## src/input_settings.svh

```systemverilog
`ifndef INPUT_SETTINGS_SVH
`define INPUT_SETTINGS_SVH

// game button count, fire 1 is always the lowest button
`define INPUT_BUTTONS 2

// 1 when the core expects pressed = 0
`define INPUT_ACTIVE_LOW 1

`define INPUT_PLAYERS 4

// width of one game joystick word
`define INPUT_LANE_BITS 10

// board word layout, control bits sit just above the buttons
`define INPUT_START_BIT (`INPUT_BUTTONS + 4)
`define INPUT_COIN_BIT  (`INPUT_BUTTONS + 5)
`define INPUT_PAUSE_BIT (`INPUT_BUTTONS + 6)

`endif

```

## src/input_pkg.sv

```systemverilog
`default_nettype none

`include "input_settings.svh"

package input_pkg;

    // one board controller word, seen per field by the lanes
    // and as a flat vector by the drain
    typedef struct packed {
        logic [5:0] upper;    // extra board bits, not used by games
        logic [5:0] buttons;  // buttons[0] is fire 1
        logic [3:0] dirs;     // up, down, left, right
    } board_fields_t;

    typedef union packed {
        board_fields_t fields;
        logic [15:0]   raw;
    } board_word_u;

    // joystick word in game format
    // dirs at 3:0, fire 1 at bit 4, other buttons above
    typedef logic [`INPUT_LANE_BITS-1:0] lane_word_t;

endpackage

`default_nettype wire

```

## src/input_front.sv

```systemverilog
`timescale 1ns/10ps
`default_nettype none

`include "input_settings.svh"

module input_front (
    input  wire                                          clk,
    input  wire                                          rst,
    input  wire                                          vs,
    input  wire                                          autofire_en,
    input  wire [15:0]                                   board_joy1,
    input  wire [15:0]                                   board_joy2,
    input  wire [15:0]                                   board_joy3,
    input  wire [15:0]                                   board_joy4,
    input  wire [9:0]                                    key_joy1,
    input  wire [9:0]                                    key_joy2,
    input  wire [9:0]                                    key_joy3,
    input  wire [3:0]                                    board_coin,
    input  wire [3:0]                                    board_start,
    input  wire [3:0]                                    key_coin,
    input  wire [3:0]                                    key_start,
    input  wire                                          key_service,
    input  wire                                          key_test,
    input  wire                                          key_pause,
    input  wire                                          osd_pause,
    input  wire                                          key_reset,
    output input_pkg::board_word_u [`INPUT_PLAYERS-1:0] joy_word,
    output logic [3:0]                                   coin_req,
    output logic [3:0]                                   start_req,
    output logic                                         service_req,
    output logic                                         test_req,
    output logic                                         pause_key,
    output logic                                         osd_req,
    output logic                                         reset_key,
    output logic                                         frame_end,
    output logic                                         fire_gate
);

    logic       vs_r;      // captured vs
    logic       vs_l;      // vs one cycle later
    logic       vs_rise;
    logic [2:0] fire_cnt;  // frames since last wrap

    assign vs_rise   = vs_r & ~vs_l;
    assign frame_end = ~vs_r & vs_l;  // end of vertical sync

    // merge keyboard mirrors into the lower ten bits
    always_ff @(posedge clk or posedge rst) begin
        if (rst) begin
            joy_word <= '0;
        end else begin
            joy_word[0].raw <= board_joy1 | {6'd0, key_joy1};
            joy_word[1].raw <= board_joy2 | {6'd0, key_joy2};
            joy_word[2].raw <= board_joy3 | {6'd0, key_joy3};
            joy_word[3].raw <= board_joy4;  // no key mirror for player 4
        end
    end

    always_ff @(posedge clk or posedge rst) begin
        if (rst) begin
            coin_req    <= '0;
            start_req   <= '0;
            service_req <= 1'b0;
            test_req    <= 1'b0;
            pause_key   <= 1'b0;
            osd_req     <= 1'b0;
            reset_key   <= 1'b0;
        end else begin
            coin_req    <= board_coin | key_coin;    // cabinet or keyboard
            start_req   <= board_start | key_start;
            service_req <= key_service;
            test_req    <= key_test;
            pause_key   <= key_pause;
            osd_req     <= osd_pause;
            reset_key   <= key_reset;
        end
    end

    // autofire runs at frame rate, fire allowed 2 frames out of 8
    always_ff @(posedge clk or posedge rst) begin
        if (rst) begin
            vs_r      <= 1'b0;
            vs_l      <= 1'b0;
            fire_cnt  <= '0;
            fire_gate <= 1'b1;
        end else begin
            vs_r <= vs;
            vs_l <= vs_r;
            if (vs_rise) begin
                fire_cnt <= fire_cnt + 3'd1;
            end
            fire_gate <= ~autofire_en || (fire_cnt > 3'd5);
        end
    end

endmodule

`default_nettype wire

```

## src/joy_lane.sv

```systemverilog
`timescale 1ns/10ps
`default_nettype none

`include "input_settings.svh"

module joy_lane (
    input  wire                     clk,
    input  wire                     rst,
    input  input_pkg::board_word_u  joy_in,
    input  wire                     en4way,
    input  wire                     rot_control,
    input  wire                     flip,
    input  wire                     fire_gate,
    output input_pkg::lane_word_t   joy_out
);

    localparam logic active_low = (`INPUT_ACTIVE_LOW != 0);

    logic [3:0] dirs;      // raw stick from the board word
    logic [5:0] buttons;
    logic       multi;     // diagonal or worse
    logic [3:0] dirs_f;    // after the 4-way filter
    logic [3:0] dirs_l;    // last filtered stick
    logic [3:0] dirs_rot;  // after monitor remap
    logic       fire1;

    assign dirs    = joy_in.fields.dirs;
    assign buttons = joy_in.fields.buttons;

    // more than one bit set
    assign multi = (dirs & (dirs - 4'd1)) != 4'd0;

    always_comb begin
        if (en4way && multi) begin
            dirs_f = dirs_l;  // keep the last single direction
        end else begin
            dirs_f = dirs;
        end
    end

    // rotated monitor, up/down trade places with left/right
    always_comb begin
        if (!rot_control) begin
            dirs_rot = dirs_f;
        end else if (flip) begin
            dirs_rot = {dirs_f[1], dirs_f[0], dirs_f[2], dirs_f[3]};
        end else begin
            dirs_rot = {dirs_f[0], dirs_f[1], dirs_f[3], dirs_f[2]};
        end
    end

    assign fire1 = buttons[0] & fire_gate;  // autofire gate

    always_ff @(posedge clk or posedge rst) begin
        if (rst) begin
            dirs_l  <= '0;
            joy_out <= {`INPUT_LANE_BITS{active_low}};
        end else begin
            dirs_l  <= dirs_f;
            joy_out <= {`INPUT_LANE_BITS{active_low}} ^ {buttons[5:1], fire1, dirs_rot};
        end
    end

    // once the held stick is single or idle, the filter keeps it so
    a_four_way_single: assert property (
        @(posedge clk) disable iff (rst)
        en4way && $onehot0(dirs_l) |=> $onehot0(dirs_l)
    );

endmodule

`default_nettype wire

```

## src/input_collect.sv

```systemverilog
`timescale 1ns/10ps
`default_nettype none

`include "input_settings.svh"

module input_collect (
    input  wire                                          clk,
    input  wire                                          rst,
    input  input_pkg::lane_word_t [`INPUT_PLAYERS-1:0]  lane_joy,
    input  input_pkg::board_word_u [`INPUT_PLAYERS-1:0] joy_word,
    input  wire [3:0]                                    coin_req,
    input  wire [3:0]                                    start_req,
    input  wire                                          service_req,
    input  wire                                          test_req,
    input  wire                                          pause_key,
    input  wire                                          osd_req,
    input  wire                                          reset_key,
    input  wire                                          frame_end,
    input  wire                                          lock,
    output input_pkg::lane_word_t                        game_joy1,
    output input_pkg::lane_word_t                        game_joy2,
    output input_pkg::lane_word_t                        game_joy3,
    output input_pkg::lane_word_t                        game_joy4,
    output logic [3:0]                                   game_coin,
    output logic [3:0]                                   game_start,
    output logic                                         game_service,
    output logic                                         game_test,
    output logic                                         game_pause,
    output logic                                         soft_rst
);

    localparam logic active_low = (`INPUT_ACTIVE_LOW != 0);

    localparam input_pkg::lane_word_t joy_idle = {`INPUT_LANE_BITS{active_low}};

    logic [3:0] joy_coin;     // coin bits from the sticks
    logic [3:0] joy_start;
    logic       joy_pause_r;  // player 1 or 2 pause bit
    logic       joy_pause_l;
    logic       pause_key_l;
    logic       osd_l;
    logic       reset_key_l;
    logic       service_l;
    logic       pause_frame;  // frame advance armed
    logic       pause_rise;
    logic       joy_pause_rise;
    logic       osd_change;
    logic       service_rise;

    always_comb begin
        for (int i = 0; i < `INPUT_PLAYERS; i++) begin
            joy_coin[i]  = joy_word[i].raw[`INPUT_COIN_BIT];
            joy_start[i] = joy_word[i].raw[`INPUT_START_BIT];
        end
    end

    assign pause_rise     = pause_key & ~pause_key_l;
    assign joy_pause_rise = joy_pause_r & ~joy_pause_l;
    assign osd_change     = osd_req ^ osd_l;
    assign service_rise   = service_req & ~service_l;

    // edge detector history
    always_ff @(posedge clk or posedge rst) begin
        if (rst) begin
            joy_pause_r <= 1'b0;
            joy_pause_l <= 1'b0;
            pause_key_l <= 1'b0;
            osd_l       <= 1'b0;
            reset_key_l <= 1'b0;
            service_l   <= 1'b0;
        end else begin
            joy_pause_r <= joy_word[0].raw[`INPUT_PAUSE_BIT] | joy_word[1].raw[`INPUT_PAUSE_BIT];
            joy_pause_l <= joy_pause_r;
            pause_key_l <= pause_key;
            osd_l       <= osd_req;
            reset_key_l <= reset_key;
            service_l   <= service_req;
        end
    end

    always_ff @(posedge clk or posedge rst) begin
        if (rst) begin
            game_joy1    <= joy_idle;
            game_joy2    <= joy_idle;
            game_joy3    <= joy_idle;
            game_joy4    <= joy_idle;
            game_coin    <= {4{active_low}};
            game_start   <= {4{active_low}};
            game_service <= active_low;
            game_test    <= active_low;
            soft_rst     <= 1'b0;
        end else if (lock) begin
            game_joy1    <= joy_idle;  // locked core sees nothing pressed
            game_joy2    <= joy_idle;
            game_joy3    <= joy_idle;
            game_joy4    <= joy_idle;
            game_coin    <= {4{active_low}};
            game_start   <= {4{active_low}};
            game_service <= active_low;
            game_test    <= active_low;
            soft_rst     <= 1'b0;
        end else begin
            game_joy1    <= lane_joy[0];  // lanes already in game polarity
            game_joy2    <= lane_joy[1];
            game_joy3    <= lane_joy[2];
            game_joy4    <= lane_joy[3];
            game_coin    <= {4{active_low}} ^ (joy_coin | coin_req);
            game_start   <= {4{active_low}} ^ (joy_start | start_req);
            game_service <= active_low ^ service_req;
            game_test    <= active_low ^ test_req;
            soft_rst     <= reset_key & ~reset_key_l;
        end
    end

    // pause FSM, later checks take priority
    always_ff @(posedge clk or posedge rst) begin
        if (rst) begin
            game_pause  <= 1'b0;
            pause_frame <= 1'b0;
        end else if (lock) begin
            game_pause  <= 1'b0;
            pause_frame <= 1'b0;
        end else begin
            if (pause_rise || joy_pause_rise) begin
                game_pause <= ~game_pause;
            end
            if (osd_change) begin
                game_pause <= osd_req;  // menu overrides a toggle
            end
            if (game_pause && service_rise) begin
                game_pause  <= 1'b0;  // run one frame
                pause_frame <= 1'b1;
            end
            if (frame_end && pause_frame) begin
                game_pause  <= 1'b1;
                pause_frame <= 1'b0;
            end
        end
    end

    a_soft_rst_single: assert property (
        @(posedge clk) disable iff (rst)
        soft_rst |=> !soft_rst
    );

    a_lock_unpaused: assert property (
        @(posedge clk) disable iff (rst)
        lock |=> !game_pause
    );

endmodule

`default_nettype wire

```

## src/arcade_inputs.sv

```systemverilog
`timescale 1ns/10ps
`default_nettype none

`include "input_settings.svh"

module arcade_inputs (
    input  wire                   clk,
    input  wire                   rst,
    input  wire                   vs,
    input  wire                   dip_flip,
    input  wire                   autofire_en,
    input  wire                   rot_control,
    input  wire                   en4way,
    input  wire                   lock,
    input  wire [15:0]            board_joy1,
    input  wire [15:0]            board_joy2,
    input  wire [15:0]            board_joy3,
    input  wire [15:0]            board_joy4,
    input  wire [9:0]             key_joy1,
    input  wire [9:0]             key_joy2,
    input  wire [9:0]             key_joy3,
    input  wire [3:0]             board_coin,
    input  wire [3:0]             board_start,
    input  wire [3:0]             key_coin,
    input  wire [3:0]             key_start,
    input  wire                   key_service,
    input  wire                   key_test,
    input  wire                   key_pause,
    input  wire                   osd_pause,
    input  wire                   key_reset,
    output input_pkg::lane_word_t game_joy1,
    output input_pkg::lane_word_t game_joy2,
    output input_pkg::lane_word_t game_joy3,
    output input_pkg::lane_word_t game_joy4,
    output wire [3:0]             game_coin,
    output wire [3:0]             game_start,
    output wire                   game_service,
    output wire                   game_test,
    output wire                   game_pause,
    output wire                   soft_rst
);

    input_pkg::board_word_u [`INPUT_PLAYERS-1:0] joy_word;
    input_pkg::lane_word_t  [`INPUT_PLAYERS-1:0] lane_joy;

    wire [3:0] coin_req;
    wire [3:0] start_req;
    wire       service_req;
    wire       test_req;
    wire       pause_key;
    wire       osd_req;
    wire       reset_key;
    wire       frame_end;
    wire       fire_gate;

    input_front u_front (
        .clk         (clk),
        .rst         (rst),
        .vs          (vs),
        .autofire_en (autofire_en),
        .board_joy1  (board_joy1),
        .board_joy2  (board_joy2),
        .board_joy3  (board_joy3),
        .board_joy4  (board_joy4),
        .key_joy1    (key_joy1),
        .key_joy2    (key_joy2),
        .key_joy3    (key_joy3),
        .board_coin  (board_coin),
        .board_start (board_start),
        .key_coin    (key_coin),
        .key_start   (key_start),
        .key_service (key_service),
        .key_test    (key_test),
        .key_pause   (key_pause),
        .osd_pause   (osd_pause),
        .key_reset   (key_reset),
        .joy_word    (joy_word),
        .coin_req    (coin_req),
        .start_req   (start_req),
        .service_req (service_req),
        .test_req    (test_req),
        .pause_key   (pause_key),
        .osd_req     (osd_req),
        .reset_key   (reset_key),
        .frame_end   (frame_end),
        .fire_gate   (fire_gate)
    );

    // dip_flip set means upright cabinet, so the lanes get its inverse
    for (genvar p = 0; p < `INPUT_PLAYERS; p++) begin : g_lane
        joy_lane u_lane (
            .clk         (clk),
            .rst         (rst),
            .joy_in      (joy_word[p]),
            .en4way      (en4way),
            .rot_control (rot_control),
            .flip        (~dip_flip),
            .fire_gate   (fire_gate),
            .joy_out     (lane_joy[p])
        );
    end

    input_collect u_collect (
        .clk          (clk),
        .rst          (rst),
        .lane_joy     (lane_joy),
        .joy_word     (joy_word),
        .coin_req     (coin_req),
        .start_req    (start_req),
        .service_req  (service_req),
        .test_req     (test_req),
        .pause_key    (pause_key),
        .osd_req      (osd_req),
        .reset_key    (reset_key),
        .frame_end    (frame_end),
        .lock         (lock),
        .game_joy1    (game_joy1),
        .game_joy2    (game_joy2),
        .game_joy3    (game_joy3),
        .game_joy4    (game_joy4),
        .game_coin    (game_coin),
        .game_start   (game_start),
        .game_service (game_service),
        .game_test    (game_test),
        .game_pause   (game_pause),
        .soft_rst     (soft_rst)
    );

endmodule

`default_nettype wire

```

## config.mk

```make
export PLATFORM = sky130hd
export DESIGN_NAME = arcade_inputs
export DESIGN_NICKNAME = d
export VERILOG_FILES = /design/src/input_pkg.sv /design/src/input_front.sv /design/src/joy_lane.sv /design/src/input_collect.sv /design/src/arcade_inputs.sv
export VERILOG_INCLUDE_DIRS = /design/src
export SDC_FILE = /design/constraint.sdc
export NUM_CORES = 1
export LEC_CHECK = 0
export BUFFER_PORTS_ARGS = -buffer_cell sky130_fd_sc_hd__clkbuf_2
export CAP_MARGIN = 5
export CORE_MARGIN = 2
export CORE_UTILIZATION = 35
export CTS_CLUSTER_SIZE = 8
export DETAILED_ROUTE_END_ITERATION = 8
export HOLD_SLACK_MARGIN = 0.02
export REMOVE_ABC_BUFFERS = 1
export SLEW_MARGIN = 5
export SYNTH_ARGS = -nofsm -noshare
export SYNTH_HDL_FRONTEND = slang
export SYNTH_SLANG_ARGS = --single-unit
```

## constraint.sdc

```tcl
create_clock -name clk -period 6.31 [get_ports clk]
set_clock_uncertainty 0.05 [all_clocks]
set_input_delay 1.262 -clock clk [delete_from_list [all_inputs] [get_ports clk]]
set_output_delay 1.262 -clock clk [all_outputs]
set_load 0.05 [all_outputs]
```

* Word-level counts from Yosys, hierarchy flattened
Cells that the tools add are included.
Operators by class: add/sub/neg operators 5, mux-type cells 29, bitwise gates (word level) 39, order comparisons 1, reduce and logical (&&, ||, !) cells 14
Operator list (number):
- $mux 4 | 14
- $mux 10 | 4
- $not 10->10 | 4
- $or 10x10->10 | 3
- $and 4x4->4 | 4
- $or 4x4->4 | 4
- $reduce_bool 4->1 | 4
- $sub 4x1->4 const B | 4
- $mux 1 | 11
- $and 1x1->1 | 10
- $not 1->1 | 10
- $not 4->4 | 2
- $logic_and 1x1->1 | 6
- $reduce_bool 5->1 | 1
- $add 3x1->3 const B | 1
- $gt 3x3->1 const B | 1
- $reduce_bool 3->1 | 1
- $logic_or 1x1->1 | 2
- $or 1x1->1 | 1
- $xor 1x1->1 | 1
Storage, ports and cells: output and inout port bits 52, input port bits 123, bits in registers 174

* Depth between registers and ports, before layout
depth in word-level cells 8, depth in mapped cells 5, depth with buffers taken out 4

* Hierarchy
Synthesis repeated with hierarchy kept, for this count alone.
Unflattened totals: cells, all modules 499, area, all modules 7059.3 µm²
Modules (own cells, without submodules):
- joy_lane | cells each 58, times used 4, area an instance 658.1 µm²
- input_front | cells each 134, times used 1, area an instance 2421.1 µm²
- input_collect | cells each 132, times used 1, area an instance 2001.9 µm²
- arcade_inputs | cells each 1, times used 1, area an instance 3.8 µm²

* Least setup slack after synthesis
Ideal clock, no wire load.
kind in2reg, start in en4way, end reg g_lane[3].u_lane.joy_out[0], path slack 4.283 ns, arrival time 1.896 ns, cell stages on the path 5, cells stage by stage buf_4 > o31ai_1 > a32oi_1 > nand2_2 > o221ai_2
On the way: cells in the longest elaborated chain, start to end 5
RTL lines:
- start, declared | RTL line arcade_inputs.sv:13 | input wire en4way,
- $logic_and 1x1->1 | RTL line joy_lane.sv:34 | if (en4way && multi) begin
- $mux 4 | RTL line joy_lane.sv:34
- via g_lane[3].u_lane.dirs_f[2] | RTL line joy_lane.sv:22 | logic [3:0] dirs_f;
- $mux 4 | RTL line joy_lane.sv:45 | end else if (flip) begin
- $mux 4 | RTL line joy_lane.sv:43 | if (!rot_control) begin
- $not 10->10 (no source line)
- end signal, assigned | RTL line joy_lane.sv:57 | joy_out <= {`INPUT_LANE_BITS{active_low}};
- end signal, assigned | RTL line joy_lane.sv:60 | joy_out <= {`INPUT_LANE_BITS{active_low}} ^ {buttons[5:1], fire1, dirs_rot};
- end, declared | RTL line joy_lane.sv:14 | output input_pkg::lane_word_t joy_out
The timed path passes the listed nets, and every way through them passes these cells. A chain may end at the register's enable or synchronous reset.

* Worst setup path after layout
start reg u_collect.game_joy1[3], end out game_joy1[3]
RTL lines:
- start, declared | RTL line input_collect.sv:20 | output input_pkg::lane_word_t game_joy1,
- start signal, assigned | RTL line input_collect.sv:83 | game_joy1 <= joy_idle;
- start signal, assigned | RTL line input_collect.sv:93 | game_joy1 <= joy_idle;
- start signal, assigned | RTL line input_collect.sv:103 | game_joy1 <= lane_joy[0];
- end, declared | RTL line arcade_inputs.sv:31 | output input_pkg::lane_word_t game_joy1,
No word-level cell between the ends.

==> flow_summary.toml <==
[routing]
viasPerCell = 4.60
drt_wl_total_mm = 11.2
wire_per_inst_microns = 12.9
drc = 0
ant_nets = 0
drt_first_pass_iters = 5
drt-initial-drc-count = 137
route.vias.total = 3969

[floorplan]
die_x_microns = 138
core_area_sq_um = 17400
dieArea_sq_um = 19000
num_rows = 48
initial_utilization_pct = 36.0
fp.dieH_microns = 138
num_io_pins = 175

[layout]
layout-area-overhead-vs-synth_pct = 25.0
fillers = 1583
final_common_cell = "clkbuf_2"
n_antenna_cell = 0
final_cell_mix = "clkbuf_2, dfstp_2, dfrtp_1"
layout.nets = 750
layout-drive-gt1-share_pct = 56.2

[critical_path]
cp_top_family = "flip-flops"
critPathSlowestCell = "dfstp_2"
start_kind = "flip-flop"
critPathMaxFanout = 1
end_kind = "output pin"
cp_num_buf_inv = 1
path_class = "flip-flop to output pin"
cpPeakStageDelay_ns = 0.53
crit_required_ns = 5.00
cp.arrival_ns = 1.21
crit_chain = "clkbuf_2"

[clock_network]
cts_buffers = 17
post_cts_buffers = 0
cts_root_buffer = "clkbuf_16"
clock_sinks = 174
path_clk_slew_ns = 0.06
cts_resized = 0
h-tree-depth = 4
cts_tree = "done"
clock_latency_ns = 0.41
cts_max_path_buffers = 2
holdBufCountCts = 0

[yosys]
synth.distinct_cells = 30
yosysSeqAreaShare_pct = 71.2
ys_warn_count = 0
ys_ff_latch = 174
syn_area_sq_um = 6280
synthesis.instances = 478
syn_area_per_cell_sq_um = 13.1

[timing]
hold_viol = 0
tightest_slew_ns = 0.943
relSlewSlack_pct = 37.1
rsz0062_at_grt = "false"
fmax_mhz = 396
setup_tns_ns = 0
fin_hold_ws_ns = 0.297
post-route-period-util_pct = 40.0
fin_ws_ns = 3.79
fin_crit_ns = 2.52
report.final.slew_viol_count = 0
setup_viol = 0

[place]
numPortBuffers = 150
dp_hpwl_mm = 7.29
gp_congestion = 0.786
pre_cts_slack_ns = 3.28

[global_route]
grt_max_degree = 110
grt_pass1_wl_mm = 17.4
grt_overflow_total = 0
grt_pass1_vias = 3723
antenna_found_initial = 0
grt.total_usage_pct = 11.9

[min_path]
hp-class = "flip-flop to flip-flop"

[job]
maxCapViolations = 0

[pwr]
p_per_area_nw_per_um2 = 344
p_leak_nw = 3.57
ir_drop_mv = 0.180

[outcome]
status = "finished, final reports clean"
[report_power, final]
group	leakage [nW]	switching (W)	internal, W
Combinational	1.41	0.000202	0.000106
Clock	0.309	0.000407	0.000692
Sequential	1.85	0.0000472	0.00125
[final cells by class]
type	count	area [sq um]	share of cell area, %
Clock buffer	21	470	6.00
Clock inverter	10	160	2.04
Inverter	22	87.6	1.12
Multi-Input combinational cell	259	1620	20.6
Sequential cell	174	4470	57.0
Tap cell	225	282	3.59
Timing Repair Buffer	151	758	9.67
[synthesized netlist by cell type (all sizes together)]
| cell | n | area, sq um |
|---|---|---|
| nand2 | 41 | 156 |
| ha | 2 | 25.0 |
| dfrtp | 83 | 2080 |
| nand3 | 4 | 20.0 |
| o31ai | 17 | 128 |
| clkbuf | 9 | 35.0 |
| nor3 | 1 | 5.00 |
| a32oi | 4 | 35.0 |
| dfstp | 91 | 2390 |
| a21o | 12 | 90.1 |
| o221ai | 16 | 153 |
| a21oi | 12 | 60.1 |
| xnor2 | 2 | 17.5 |
| or2 | 78 | 488 |
| nor2b | 4 | 25.0 |
| maj3 | 4 | 45.0 |
| inv | 22 | 82.6 |
| nor2 | 4 | 15.0 |
| nand2b | 6 | 37.5 |
| nor3b | 1 | 7.51 |
| o21bai | 8 | 60.1 |
| a31oi | 1 | 6.26 |
| nand3b | 13 | 97.6 |
| or3 | 2 | 12.5 |
| o21ai | 27 | 135 |
| buf | 14 | 72.6 |
[final timing paths]
path	slack (ns)	to	cells after the start	from
setup / recovery	3.79	game_joy1[3]	1	u_collect.game_joy1[3]
setup reg to reg	4.73	g_lane[2].u_lane.joy_out[0]	4	u_front.joy_word[32]
max in group asynchronous	3.84	u_front.joy_word[25]	3	rst
min in group asynchronous	1.00	u_front.start_req[0]	2	rst
hold / removal	0.30	g_lane[1].u_lane.joy_out[9]	1	u_front.joy_word[25]
hold reg to reg	0.30	g_lane[1].u_lane.joy_out[9]	1	u_front.joy_word[25]
[cells by family (layout without fill, tap and decap cells)]
kind of cell / count (synthesis) / after routing / share of synthesized area, %
compound gates: 97 / 97 / 10.6
xor+xnor: 2 / 2 / 0.279
fa+ha+maj: 6 / 6 / 1.12
buf+inv: 45 / 204 / 3.03
flops: 174 / 174 / 71.2
simple gates: 154 / 154 / 13.8
[metrics by stage]
stage	area, sq um	total power [W]	utilization (%)	std cells
4_1_cts	7850	0.00274	45.0	862
5_1_grt	7850	0.00283	45.0	862
3_5_place_dp	7210	0.00162	41.4	831
6_report	7850	0.00270	45.0	862
3_3_place_gp	7210	0.00162	41.4	831
2_1_floorplan	6170	0.00153	-	455
[state kept, by name, indices dropped and copies added, names as in the netlist, 3 cells and up]
| name | count |
|---|---|
| u_front.fire_cnt | 3 |
| u_front.coin_req | 4 |
| u_collect.game_joy3 | 10 |
| u_collect.game_coin | 4 |
| u_collect.game_joy1 | 10 |
| u_collect.game_joy4 | 10 |
| u_front.start_req | 4 |
| u_collect.game_start | 4 |
| g_lane.u_lane.dirs_l | 16 |
| u_collect.game_joy2 | 10 |
| g_lane.u_lane.joy_out | 40 |
| u_front.joy_word | 40 |
[per-layer routing]
| metal | wire [microns] | share of wire, % | global-route usage [%] | up-vias |
|---|---|---|---|---|
| met5 | 0 | 0 | 0 | - |
| met4 | 162 | 1.5 | 6.12 | 0 |
| met3 | 798 | 7.2 | 3.18 | 16 |
| met2 | 5170 | 46 | 18.6 | 155 |
| met1 | 5030 | 45 | 15.4 | 1904 |
| li1 | - | - | - | 1894 |
No activity file was read; power rests on OpenSTA's default activity.
